$ cat src/logic/fixed_pkg.sv
package fixed_pkg;

	// Q16.16 samples and full-width products
	typedef logic signed [31:0] sample_t;
	typedef logic signed [63:0] product_t;

	localparam int FRAC_BITS = 16;

	localparam sample_t ONE       = 32'sh0001_0000;
	localparam sample_t HALF      = 32'sh0000_8000;
	localparam sample_t MINUS_ONE = -32'sh0001_0000;

	// weight scale 1/256 as a right shift, one more in sigmoid mode
	localparam int WEIGHT_SHIFT = 8;

	// tanh table from 0 to 4 in steps of 1/16
	localparam int TANH_ENTRIES = 65;
	localparam int TANH_FRAC_W  = 12;

	typedef logic [5:0]             tanh_idx_t;
	typedef logic [TANH_FRAC_W-1:0] tanh_frac_t;

endpackage
$ cat src/logic/net_pkg.sv
package net_pkg;

	// layer shape
	localparam int N_IN      = 8;
	localparam int N_OUT     = 4;
	localparam int N_WEIGHTS = N_IN * N_OUT;
	localparam int WEIGHT_AW = $clog2(N_WEIGHTS);

	// credits held at reset
	localparam int LOAD_CREDITS  = 4;
	localparam int OUT_CREDITS   = 2;
	localparam int FEAT_CREDIT_W = $clog2(N_IN + 1);
	localparam int OUT_CREDIT_W  = $clog2(OUT_CREDITS + 1);
	localparam int QUEUE_PTR_W   = $clog2(N_OUT);

	typedef logic [6:0] coef_addr_t;
	typedef logic [1:0] neuron_t;
	typedef logic [2:0] input_idx_t;
	typedef logic [2:0] queue_space_t;

	typedef enum logic [1:0] {LOAD_BIAS, LOAD_WEIGHT, LOAD_TABLE, LOAD_MODE} load_kind_e;
	typedef enum logic {ACT_TANH, ACT_SIGMOID} act_mode_e;

	// weight for input i, neuron n lives at i * N_OUT + n
	typedef struct packed {
		load_kind_e         kind;
		coef_addr_t         addr;
		fixed_pkg::sample_t data;
	} load_word_s;

	typedef struct packed {
		neuron_t            neuron;
		fixed_pkg::sample_t gain;
	} gain_word_s;

endpackage

$ cat src/logic/gain_out_queue.sv
`timescale 1ns/1ns

module gain_out_queue (
	input  logic                  clk,
	input  logic                  rst,
	input  logic                  act_valid_i,
	input  net_pkg::gain_word_s   act_word_i,
	output net_pkg::queue_space_t queue_space_o,
	output logic                  gain_valid_o,
	output net_pkg::gain_word_s   gain_o,
	input  logic                  gain_credit_i
);
	import net_pkg::*;

	gain_word_s              mem [N_OUT];
	logic [QUEUE_PTR_W-1:0]  wr_ptr;
	logic [QUEUE_PTR_W-1:0]  rd_ptr;
	queue_space_t            count;
	logic [OUT_CREDIT_W-1:0] credits;
	logic                    pop;

	// send only with a word waiting and a credit in hand
	assign pop = (count != '0) && (credits != '0);

	always_ff @(posedge clk) begin
		if (act_valid_i)
			mem[wr_ptr] <= act_word_i;
		if (pop)
			gain_o <= mem[rd_ptr];
	end

	always_ff @(posedge clk) begin
		if (rst) begin
			wr_ptr       <= '0;
			rd_ptr       <= '0;
			count        <= '0;
			credits      <= OUT_CREDIT_W'(OUT_CREDITS);
			gain_valid_o <= 1'b0;
		end else begin
			if (act_valid_i)
				wr_ptr <= wr_ptr + 1'b1;
			if (pop)
				rd_ptr <= rd_ptr + 1'b1;
			count        <= count + queue_space_t'(act_valid_i) - queue_space_t'(pop);
			credits      <= credits + OUT_CREDIT_W'(gain_credit_i) - OUT_CREDIT_W'(pop);
			gain_valid_o <= pop;
		end
	end

	assign queue_space_o = queue_space_t'(N_OUT) - count;

endmodule

$ cat config.mk
export PLATFORM = sky130hd
export DESIGN_NAME = gain_out_queue
export DESIGN_NICKNAME = d
export VERILOG_FILES = /design/src/logic/fixed_pkg.sv /design/src/logic/net_pkg.sv /design/src/logic/gain_out_queue.sv
export SDC_FILE = /design/constraint.sdc
export NUM_CORES = 1
export LEC_CHECK = 0
export ABC_AREA = 1
export BUFFER_PORTS_ARGS = -buffer_cell sky130_fd_sc_hd__buf_4
export CORE_ASPECT_RATIO = 0.7
export CORE_MARGIN = 1.5
export CORE_UTILIZATION = 55
export CTS_BUF_LIST = sky130_fd_sc_hd__clkbuf_4 sky130_fd_sc_hd__clkbuf_8
export CTS_CLUSTER_SIZE = 10
export DETAILED_ROUTE_END_ITERATION = 16
export HOLD_SLACK_MARGIN = 0.06
export PLACE_DENSITY = 0.77
export SLEW_MARGIN = 40
export SYNTH_ARGS = -nofsm -noshare
export SYNTH_HDL_FRONTEND = slang
export SYNTH_SLANG_ARGS = --single-unit
$ cat constraint.sdc
create_clock -name clk -period 3.2 [get_ports clk]
set_input_delay 0.32 -clock clk [delete_from_list [all_inputs] [get_ports clk]]
set_output_delay 0.32 -clock clk [all_outputs]
set_load 0.05 [all_outputs]
Word level (Yosys, flattened, before mapping) --
Memories as Yosys holds them, arrays and structs flattened. A register that Yosys moved wholly into a read port is not among the register bits. Index checks and enable logic that the tools add are counted.
Storage, ports and cells: register bits 10, memory bits (writable) 136, output and inout bits 38, memories 1
Operators by class: add/sub/neg operators 7, mux-type cells 2, reductions and logical operators 3
Memory list:
- mem | words 4, width 34, rd ports 1, clocked after memory_dff 1, wr ports 1, line gain_out_queue.sv:15 | gain_word_s mem [N_OUT];
Operator list (number):
- 2-bit by 1-bit adder with 2-bit output (second input constant) | 2
- 3-bit by 1-bit adder with 3-bit output | 1
- 3-bit nonzero test | 1
- 3-bit by 1-bit subtractor with 3-bit output | 1
- 3-bit subtractor (first input constant) | 1
- 2-bit by 1-bit adder with 2-bit output | 1
- 1-bit 2-to-1 mux | 2
- 2-bit nonzero test | 1
- 2-bit by 1-bit subtractor with 2-bit output | 1
- 1-bit logical AND | 1

Logic depth before layout (Yosys ltp) --
Gate-level depths: netlist of the first run.
depth after elaboration 3, depth in mapped cells 11, mapped depth without buffers 11

Least setup slack after synthesis of the first run --
Ideal clock, no wire load.
kind register to register, start reg count[0], end reg count[1], setup time 0.109 ns, arrival time 2.767 ns, slack 0.324 ns, cell stages (with the launch flop) 11, path buffers 0, cells stage by stage dfxtp_1 -> inv_1 -> ha_1 -> ha_1 -> nor2_2 -> nand2_1 -> nand2_1 -> ha_1 -> fa_1 -> inv_1 -> nor2_1
On the way: cells in the longest elaborated chain, start to end 3, elaborated cells between the ends (all ways) 4, classes of those cells add/sub: 2; reduce/logical: 2
Ends and longest elaborated chain:
- start, declared | line gain_out_queue.sv:18 | queue_space_t count;
- start signal, assigned | line gain_out_queue.sv:44 | count <= count + queue_space_t'(act_valid_i) - queue_space_t'(pop);
- 3-bit nonzero test | line gain_out_queue.sv:23 | assign pop = (count != '0) && (credits != '0);
- 1-bit logical AND | line gain_out_queue.sv:23
- named net pop | line gain_out_queue.sv:20 | logic pop;
- 3-bit by 1-bit subtractor with 3-bit output | line gain_out_queue.sv:44
The timed path passes the listed nets, and every way through them passes these cells. A chain may end at the register's enable or synchronous reset.

Worst setup path after layout of the first run --
start reg count[0], end reg credits[1]
On the way: cells in the longest elaborated chain, start to end 3
Ends and longest elaborated chain:
- 3-bit nonzero test | line gain_out_queue.sv:23
- 1-bit logical AND | line gain_out_queue.sv:23
- named net pop | line gain_out_queue.sv:20
- 2-bit by 1-bit subtractor with 2-bit output | line gain_out_queue.sv:45 | credits <= credits + OUT_CREDIT_W'(gain_credit_i) - OUT_CREDIT_W'(pop);
- end signal, assigned | line gain_out_queue.sv:37 | credits <= OUT_CREDIT_W'(OUT_CREDITS);
- end signal, assigned | line gain_out_queue.sv:45
- end, declared | line gain_out_queue.sv:19 | logic [OUT_CREDIT_W-1:0] credits;
The timed path passes the listed nets, and every way through them passes these cells.

==> results.json, run 1 <==
{
  "first_pass_iters": 5,
  "relSlewSlack": 0.5283,
  "postLayoutCoreUtil": 0.6846,
  "start_util": 0.5656,
  "grt_max_degree": 71,
  "htreeDepth": 4,
  "drc_errors": 0,
  "rr_worst_depth": 11,
  "cp_data_arrival_time_ns": 2.60,
  "hpwl_um": 6709,
  "drt-vias-per-instance": 5.460,
  "min_period_ns": 2.259,
  "min_from": "rst",
  "vdd_drop_max_uv": 1300,
  "synth_area_per_cell_um2": 15.09,
  "hold_path.class": "input port to register",
  "cts_num_sinks": 180,
  "setup_viol": 0,
  "synth_seq_cells": 180,
  "synth_cell_types": 22,
  "drtIter0Drc": 325,
  "clockBufferDepth": 2,
  "wire_per_inst_um": 17.62,
  "grt_pass1_vias": 3752,
  "clk_pin_slew_ns": 0.09,
  "grt_usage": 0.2098,
  "end_kind": "register",
  "cts_hold_buf": 22,
  "post-route-period-util": 0.7060,
  "setup_tns_ns": 0,
  "postCtsSetupRepairBufs": 0,
  "antenna_cells": 0,
  "dpl.cell_count": 653,
  "io_pins": 76,
  "clk_latency_ns": 0.45,
  "p_leak_nw": 2.887,
  "area_growth_pct": 21.06,
  "dp_slack_ns": 0.9893,
  "grt_overflow": 0,
  "p_per_area_mw_per_mm2": 961.1,
  "fp-row-count": 33,
  "yosysWarnings": 0,
  "rsz0062_at_grt": "no",
  "netlist_area_mm2": 0.006655,
  "final_common_cell": "edfxtp_1",
  "slew_violations": 0,
  "fill_cells": 805,
  "fin_skew_ns": 0.009770,
  "cts_made_buffers": 17,
  "cts_tree": "done",
  "core_mm2": 0.01177,
  "ant_nets": 0,
  "die_x_um": 134.5,
  "gp_congestion": 0.7156,
  "status": "finished clean",
  "nets": 595,
  "place_area_mm2": 0.007282,
  "wirelength_um": 12640,
  "finalInstanceArea_mm2": 0.008056,
  "vias": 3915,
  "grt_pass1_wl_um": 19280,
  "finalWorstSetupSlack_ns": 0.9409,
  "port_buffers": 75,
  "hold_viol_final": 0,
  "antenna_found_initial": 0,
  "design.die.area_mm2": 0.01278,
  "worstMarginPinSlew_ns": 0.7067,
  "drive_above_1_share": 0.2107,
  "critPathLaunch": "count[0]",
  "syn-instance-count": 441,
  "most-common-layout-cells": "edfxtp_1 (170), buf_4 (78), nor2_1 (75), o21ai_0 (60), o22ai_1 (34)",
  "ys_seq_area_frac": 0.7971,
  "holdPathStages": 2,
  "instances_no_fill": 717,
  "syn-num-nets": 488,
  "drv_cap": 0,
  "reg2reg_from": "count[0]",
  "cts_resized": 0,
  "worstPathMaxFanout": 37,
  "worst_ep_required_time_ns": 3.54,
  "ctsRootBufferMaster": "clkbuf_8",
  "die_h_um": 95.04,
  "startpoint_type": "register",
  "fmaxAchievable_mhz": 442.6,
  "worstSetupPathType": "register to register"
}
worst max-delay path: stages, from the launching register on:
cell and delay, ns:
dfxtp_1 0.37, inv_1 0.07, ha_1 0.20, ha_1 0.25
nor2_4 0.13, buf_4 0.47, nand2_1 0.13, o21ai_0 0.12
ha_1 0.19, inv_1 0.04, o211ai_1 0.07, nand3_1 0.08
final timing paths:
check                                   to  slack [ns]
worst min register to register   wr_ptr[1]        0.54
worst max register to register  credits[1]        0.94
worst max-delay path            credits[1]        0.94
worst min-delay path             rd_ptr[1]        0.08
Yosys cell counts, drive strengths merged:
| cell type | n | area share |
|---|---|---|
| o211ai | 1 | 0.0011 |
| dfxtp | 10 | 0.030 |
| buf | 23 | 0.025 |
| a21oi | 4 | 0.0036 |
| inv | 19 | 0.012 |
| nor2 | 76 | 0.043 |
| edfxtp | 170 | 0.77 |
| o21ai | 74 | 0.056 |
| ha | 8 | 0.015 |
| fa | 1 | 0.0030 |
| nand3b | 1 | 0.0011 |
| nand3 | 1 | 0.00075 |
| o22ai | 34 | 0.032 |
| clkinv | 1 | 0.00075 |
| nand2 | 18 | 0.010 |
sequential cells by signal, summed over array words and instances, names as in the netlist:
signal / cells
wr_ptr: 2
gain_o: 34
mem: 136
gain_valid_o: 1
rd_ptr: 2
credits: 2
count: 3
cell families after synthesis:
group,synth area share
buf+inv,0.03722
simple gates,0.05527
compound gates,0.09231
flops,0.7971
fa+ha+maj,0.01805
cell type report:
class | count | area [um^2] | share of cell area
Inverter | 20 | 90.09 | 0.01118
Clock buffer | 20 | 256.5 | 0.03184
Sequential cell | 180 | 5306 | 0.6586
Multi-Input combinational cell | 218 | 1107 | 0.1374
Timing Repair Buffer | 111 | 915.9 | 0.1137
Tap cell | 157 | 196.4 | 0.02438
Clock inverter | 11 | 183.9 | 0.02283
where the power goes:
group	internal, mW	switching, mW
clock	0.944	0.766
combinational	0.754	1.97
sequential	3.11	0.199
total	4.81	2.93
routing by layer:
layer	vias to the layer above	share of wire	wire [um]	GRT usage
met2	140	0.49	6220	0.3432
met1	1923	0.43	5441	0.2754
met5	-	0	0	0
met3	19	0.063	792	0.05848
met4	0	0.014	181	0.07437
li1	1833	-	-	-
metrics by stage:
step                hold slack (ns)  total power [mW]
floorplan                    0.3824             5.322
global placement             0.5129             5.952
detailed placement           0.5226             6.056
CTS                         0.06093             7.759
global route                0.06995             8.109
finish                      0.08305             7.743
Note: power is estimated with default switching activity, not from simulation.
==> inputs of run 2 (changes only) <==
--- a/config.mk
+++ b/config.mk
@@ -9,12 +9,12 @@
 export BUFFER_PORTS_ARGS = -buffer_cell sky130_fd_sc_hd__buf_4
 export CORE_ASPECT_RATIO = 0.7
 export CORE_MARGIN = 1.5
-export CORE_UTILIZATION = 55
+export CORE_UTILIZATION = 54
 export CTS_BUF_LIST = sky130_fd_sc_hd__clkbuf_4 sky130_fd_sc_hd__clkbuf_8
 export CTS_CLUSTER_SIZE = 10
 export DETAILED_ROUTE_END_ITERATION = 16
 export HOLD_SLACK_MARGIN = 0.06
-export PLACE_DENSITY = 0.77
+export PLACE_DENSITY = 0.79
 export SLEW_MARGIN = 40
 export SYNTH_ARGS = -nofsm -noshare
 export SYNTH_HDL_FRONTEND = slang
==> constraint.sdc (replaced) <==
create_clock -name clk -period 2.05 [get_ports clk]
set_input_delay 0.205 -clock clk [delete_from_list [all_inputs] [get_ports clk]]
set_output_delay 0.205 -clock clk [all_outputs]
set_load 0.05 [all_outputs]
==> run 2 against run 1 <==
Against the previous run:
- via count up 0.87%
- highest routed layer unchanged
- non-clock buffer count is 8 higher
- combinational power rose by 65%
- setup slack got worse by 0.80 ns
- clock power rose by 35%
- core utilization is 0.27 points higher
- largest cell class unchanged
- global-route usage is 0.32 points higher
- register-to-register slack got worse by 0.80 ns
- flip-flop and latch count is the same
==> results.json, run 2 (synthesized netlist as in run 1, its figures left out) <==
{
  "post-route-period-util": 0.9321,
  "relSlewSlack": 0.6508,
  "reg_top3": "mem x136, gain_o x34, count x3",
  "hold_viol_final": 0,
  "fmaxAchievable_mhz": 523.3,
  "start_util": 0.5616,
  "end_kind": "register",
  "reg2reg_to": "count[2]",
  "die_h_um": 95.88,
  "rr_worst_depth": 11,
  "reg2reg_from": "count[0]",
  "clockBufferDepth": 2,
  "grt_pass1_vias": 3861,
  "ctsRootBufferMaster": "clkbuf_8",
  "r2r_setup_slack_ns": 0.14,
  "p_per_area_mw_per_mm2": 1461,
  "ant_nets": 0,
  "io_pins": 76,
  "worst-path-buf-inv": 2,
  "drtIter0Drc": 297,
  "drt-vias-per-instance": 5.439,
  "clk_pin_slew_ns": 0.09,
  "slew_violations": 0,
  "seqCellArea_mm2": 0.005309,
  "cpPeakStageDelay_ns": 0.37,
  "grt_usage": 0.2129,
  "drc_errors": 0,
  "cts_num_sinks": 180,
  "fin_skew_ns": 0.01461,
  "first_pass_iters": 5,
  "worstSetupPathType": "register to register",
  "most-common-layout-cells": "edfxtp_1 (170), buf_4 (79), nor2_1 (75), o21ai_0 (60), dlygate4sd3_1 (35)",
  "crit_slowest_cell": "fa_1",
  "holdPathStages": 4,
  "worstPathMaxFanout": 4,
  "setup_tns_ns": 0,
  "grt_max_degree": 71,
  "cp_data_arrival_time_ns": 2.30,
  "grt_overflow": 0,
  "fill_cells": 789,
  "startpoint_type": "register",
  "area_growth_pct": 22.39,
  "hold_slack_ns": 0.1018,
  "grt_pass1_wl_um": 19900,
  "drive_above_1_share": 0.2320,
  "htreeDepth": 4,
  "antenna_cells": 0,
  "design.die.area_mm2": 0.01301,
  "cp_top_family": "adder cells",
  "dp_slack_ns": 0.08766,
  "gp_congestion": 0.7541,
  "clk_latency_ns": 0.45,
  "worstMarginPinSlew_ns": 0.5231,
  "cts_made_buffers": 17,
  "nets": 603,
  "hpwl_um": 7163,
  "antenna_found_initial": 0,
  "postCtsSetupRepairBufs": 0,
  "final_common_cell": "edfxtp_1",
  "status": "finished clean",
  "min_from": "gain_credit_i",
  "cts_tree": "done",
  "vias": 3949,
  "hold_path.class": "input port to register",
  "core_mm2": 0.01185,
  "whs_endpoint": "credits[0]",
  "min_period_ns": 1.911,
  "fp-row-count": 33,
  "port_buffers": 75,
  "worst_ep_required_time_ns": 2.44,
  "wire_per_inst_um": 17.80,
  "largest_register": "mem",
  "die_x_um": 135.7,
  "largest_register_ffs": 136,
  "finalWorstSetupSlack_ns": 0.1392,
  "drv_cap": 0,
  "vdd_drop_max_uv": 1294,
  "p_leak_nw": 2.908,
  "wirelength_um": 12920,
  "crit_chain": "inv_2 -> ha_4 -> ha_4 -> inv_2 -> o21ai_2 -> nand2_1 -> nand2_1 -> ha_2 -> fa_1 -> nand3b_1 -> a21oi_1",
  "setup_viol": 0,
  "multi_input_area_mm2": 0.001141,
  "postLayoutCoreUtil": 0.6874
}
[run 2: cell count changes in the layout (fill, tap and decap cells not counted), sizes merged]
cell         before  now
clkinv            8   10
clkinvlp          2    3
clkbuf           20   18
bufinv            5    2
inv              16   19
buf              78   84
dlygate4sd3      33   35
[run 2: area by class of cell]
| type | count | share of cell area |
|---|---|---|
| flip-flops and latches | 180 | 0.6518 |
| multi-input cells | 218 | 0.1401 |
| repair buffers | 119 | 0.1270 |
| clock buffers | 18 | 0.02965 |
| well taps | 157 | 0.02412 |
| clock inverters | 14 | 0.01705 |
| inverters | 20 | 0.01029 |
[run 2: layer usage]
| layer | part of all wire | vias to the layer above | global-route usage |
|---|---|---|---|
| met2 | 0.49 | 151 | 0.3380 |
| li1 | - | 1857 | - |
| met4 | 0.0074 | 0 | 0.06362 |
| met1 | 0.44 | 1925 | 0.2891 |
| met5 | 0 | - | 0 |
| met3 | 0.071 | 16 | 0.06372 |
[run 2: worst max-delay path by stage]
stage,from,endpoint,cells past startpoint
2_1_floorplan,count[0],count[1],10
3_3_place_gp,count[0],count[2],11
3_5_place_dp,count[0],count[2],11
4_1_cts,count[0],count[2],11
5_1_grt,count[0],count[2],11
6_report,count[0],count[2],11
[run 2: power breakdown]
group | total (mW) | switching [mW] | internal (mW)
registers | 5.11 | 0.250 | 4.86
logic | 4.48 | 3.20 | 1.29
clock network | 2.31 | 1.22 | 1.08
total | 11.9 | 4.67 | 7.23
[run 2: tightest hold or removal path: stages]
cell and delay [ns]:
buf_4 0.09, ha_1 0.12, inv_1 0.03, nor2_1 0.07
[run 2: metrics by stage]
stage | cells | power, mW | area [um^2]
floorplan | 441 | 8.410 | 6693
global placement | 659 | 9.453 | 7407
detailed placement | 659 | 9.592 | 7407
CTS | 726 | 11.93 | 8138
global route | 726 | 12.52 | 8145
finish | 726 | 11.90 | 8145
[run 2: timing repair]
action | in CTS | in global routing
setup endpoints to repair | 0 | 3
endpoints found under the hold margin | 143 | 0
hold buffers | 35 | 0
resized for setup | 0 | 2
==> inputs of run 3 (changes only) <==
--- a/config.mk
+++ b/config.mk
@@ -15,6 +15,7 @@
 export DETAILED_ROUTE_END_ITERATION = 16
 export HOLD_SLACK_MARGIN = 0.06
 export PLACE_DENSITY = 0.79
+export RECOVER_POWER = 25
 export SLEW_MARGIN = 40
 export SYNTH_ARGS = -nofsm -noshare
 export SYNTH_HDL_FRONTEND = slang
==> run 3 against run 2 <==
Against the previous run:
- critical path depth unchanged
- die area stayed put
- sequential power hardly changed
- setup slack gained 0.00081 ns
- flip-flop and latch count unchanged
- clock power is essentially flat
- clock skew grew 0.00092 ns
- wire length down 0.25%
- power is 0.21% lower
- final cell count did not move
- largest cell class unchanged
- largest power group unchanged
==> results.json, run 3 (synthesized netlist as in run 1, its figures left out) <==
{
  "clk_latency_ns": 0.45,
  "setup_viol": 0,
  "port_buffers": 75,
  "reg2reg_from": "count[0]",
  "setup_tns_ns": 0,
  "switching_share": 0.3930,
  "grt_usage": 0.2129,
  "cp_data_arrival_time_ns": 2.30,
  "dpl.cell_count": 659,
  "cpPeakStageDelay_ns": 0.37,
  "comb_power_share": 0.376,
  "hold_viol_final": 0,
  "design.die.area_mm2": 0.01301,
  "start_util": 0.5616,
  "p_int_mw": 7.206,
  "largest_register": "mem",
  "drt-vias-per-instance": 5.417,
  "reg_top3": "mem x136, gain_o x34, count x3",
  "largest_register_ffs": 136,
  "core_mm2": 0.01185,
  "critPathLaunch": "count[0]",
  "pwr-share-seq": 0.430,
  "slew_violations": 0,
  "worstMarginPinSlew_ns": 0.5385,
  "grt_overflow": 0,
  "drc_errors": 0,
  "cts_tree": "done",
  "grtUsageMet2": 0.3380,
  "htreeDepth": 4,
  "crit_slowest_cell": "fa_1",
  "startpoint_type": "register",
  "vdd_drop_max_uv": 1294,
  "switching_power_mw": 4.666,
  "grt_pass1_vias": 3861,
  "instances_no_fill": 726,
  "postLayoutCoreUtil": 0.6791,
  "ant_nets": 0,
  "fp-row-count": 33,
  "hold_path.class": "input port to register",
  "crit_chain": "inv_2 -> ha_4 -> ha_4 -> inv_2 -> o21ai_2 -> nand2_1 -> nand2_1 -> ha_2 -> fa_1 -> nand3b_1 -> a21oi_1",
  "vias": 3933,
  "grt.busiest_layer": "met2",
  "p_leak_nw": 2.814,
  "place_area_mm2": 0.007407,
  "met3_usage": 0.06372,
  "finalInstanceArea_mm2": 0.008048,
  "most-common-layout-cells": "edfxtp_1 (170), nor2_1 (75), o21ai_0 (60), buf_4 (53), dlygate4sd3_1 (35)",
  "antenna_cells": 0,
  "end_kind": "register",
  "min_period_ns": 1.910,
  "status": "finished clean",
  "final_common_cell": "edfxtp_1",
  "clk_pin_slew_ns": 0.09,
  "grt_use_met1": 0.2891,
  "wirelength_um": 12890,
  "worstSetupPathType": "register to register",
  "relSlewSlack": 0.6406,
  "wire_per_inst_um": 17.76,
  "finalPower_mw": 11.87,
  "worstPathMaxFanout": 4,
  "io_pins": 76,
  "min_from": "act_valid_i",
  "p_per_area_mw_per_mm2": 1475,
  "drv_cap": 0,
  "cts_made_buffers": 17,
  "drtIter0Drc": 318,
  "drive_above_1_share": 0.1863,
  "clockBufferDepth": 2,
  "die_h_um": 95.88,
  "fmaxAchievable_mhz": 523.6,
  "worst_ep_required_time_ns": 2.44,
  "grt_pass1_wl_um": 19900,
  "die_x_um": 135.7,
  "antenna_found_initial": 0,
  "fill_cells": 821,
  "area_growth_pct": 20.93,
  "cts_num_sinks": 180,
  "grt_max_degree": 71,
  "first_pass_iters": 5,
  "post-route-period-util": 0.9317,
  "clkPwrFrac": 0.194,
  "gp_congestion": 0.7541,
  "nets": 603,
  "fin_skew_ns": 0.01554,
  "ctsRootBufferMaster": "clkbuf_8",
  "hpwl_um": 7163
}
## run 3: layout make-up
class / instances / area [um^2] / share of cell area
Timing Repair Buffer: 119 / 937.1 / 0.1164
Inverter: 20 / 83.83 / 0.01042
Clock inverter: 14 / 138.9 / 0.01726
Clock buffer: 18 / 241.5 / 0.03001
Multi-Input combinational cell: 218 / 1141 / 0.1418
Sequential cell: 180 / 5309 / 0.6597
Tap cell: 157 / 196.4 / 0.02441
## run 3: per-stage QoR
stage          hold slack (ns)  setup WS [ns]
2_1_floorplan           0.2674        -0.2138
3_3_place_gp            0.4036         0.1967
3_5_place_dp            0.4066        0.08766
4_1_cts                0.07372        0.06015
5_1_grt                 0.1004      -0.002900
6_report                0.1049         0.1400
## run 3: power groups by stage
stage,clock [mW],combinational (mW),sequential [mW]
6_report,2.30,4.46,5.11
5_1_grt,2.50,4.84,5.16
4_1_cts,2.34,4.49,5.11
3_5_place_dp,0,4.42,5.18
3_3_place_gp,0,4.28,5.17
2_1_floorplan,0,2.00,6.41
## run 3: critical path, delay by kind of cell (launching register included)
| family | cells | cell delay, ns |
|---|---|---|
| compound gates | 2 | 0.20 |
| fa+ha+maj | 4 | 0.87 |
| simple gates | 3 | 0.29 |
| buf+inv | 2 | 0.12 |
| flops | 1 | 0.36 |
## run 3: worst paths after layout
kind / cells after the start / slack (ns) / end
max: 11 / 0.14 / count[2]
min: 3 / 0.10 / wr_ptr[0]
max reg2reg: 11 / 0.14 / count[2]
min reg2reg: 2 / 0.54 / wr_ptr[1]
## run 3: what timing repair did
action                                  in CTS  in global routing
resized for setup                            0                  2
hold endpoints to repair                   143                  0
hold buffers                                35                  0
endpoints found under the setup margin       0                  3
setup buffers                                0                  0
## run 3: routing by layer
layer  wire length (um)  vias to the layer above
li1                   -                     1857
met1               5685                     1911
met2               6211                      149
met3                890                       16
met4                104                        0
met5                  0                        -
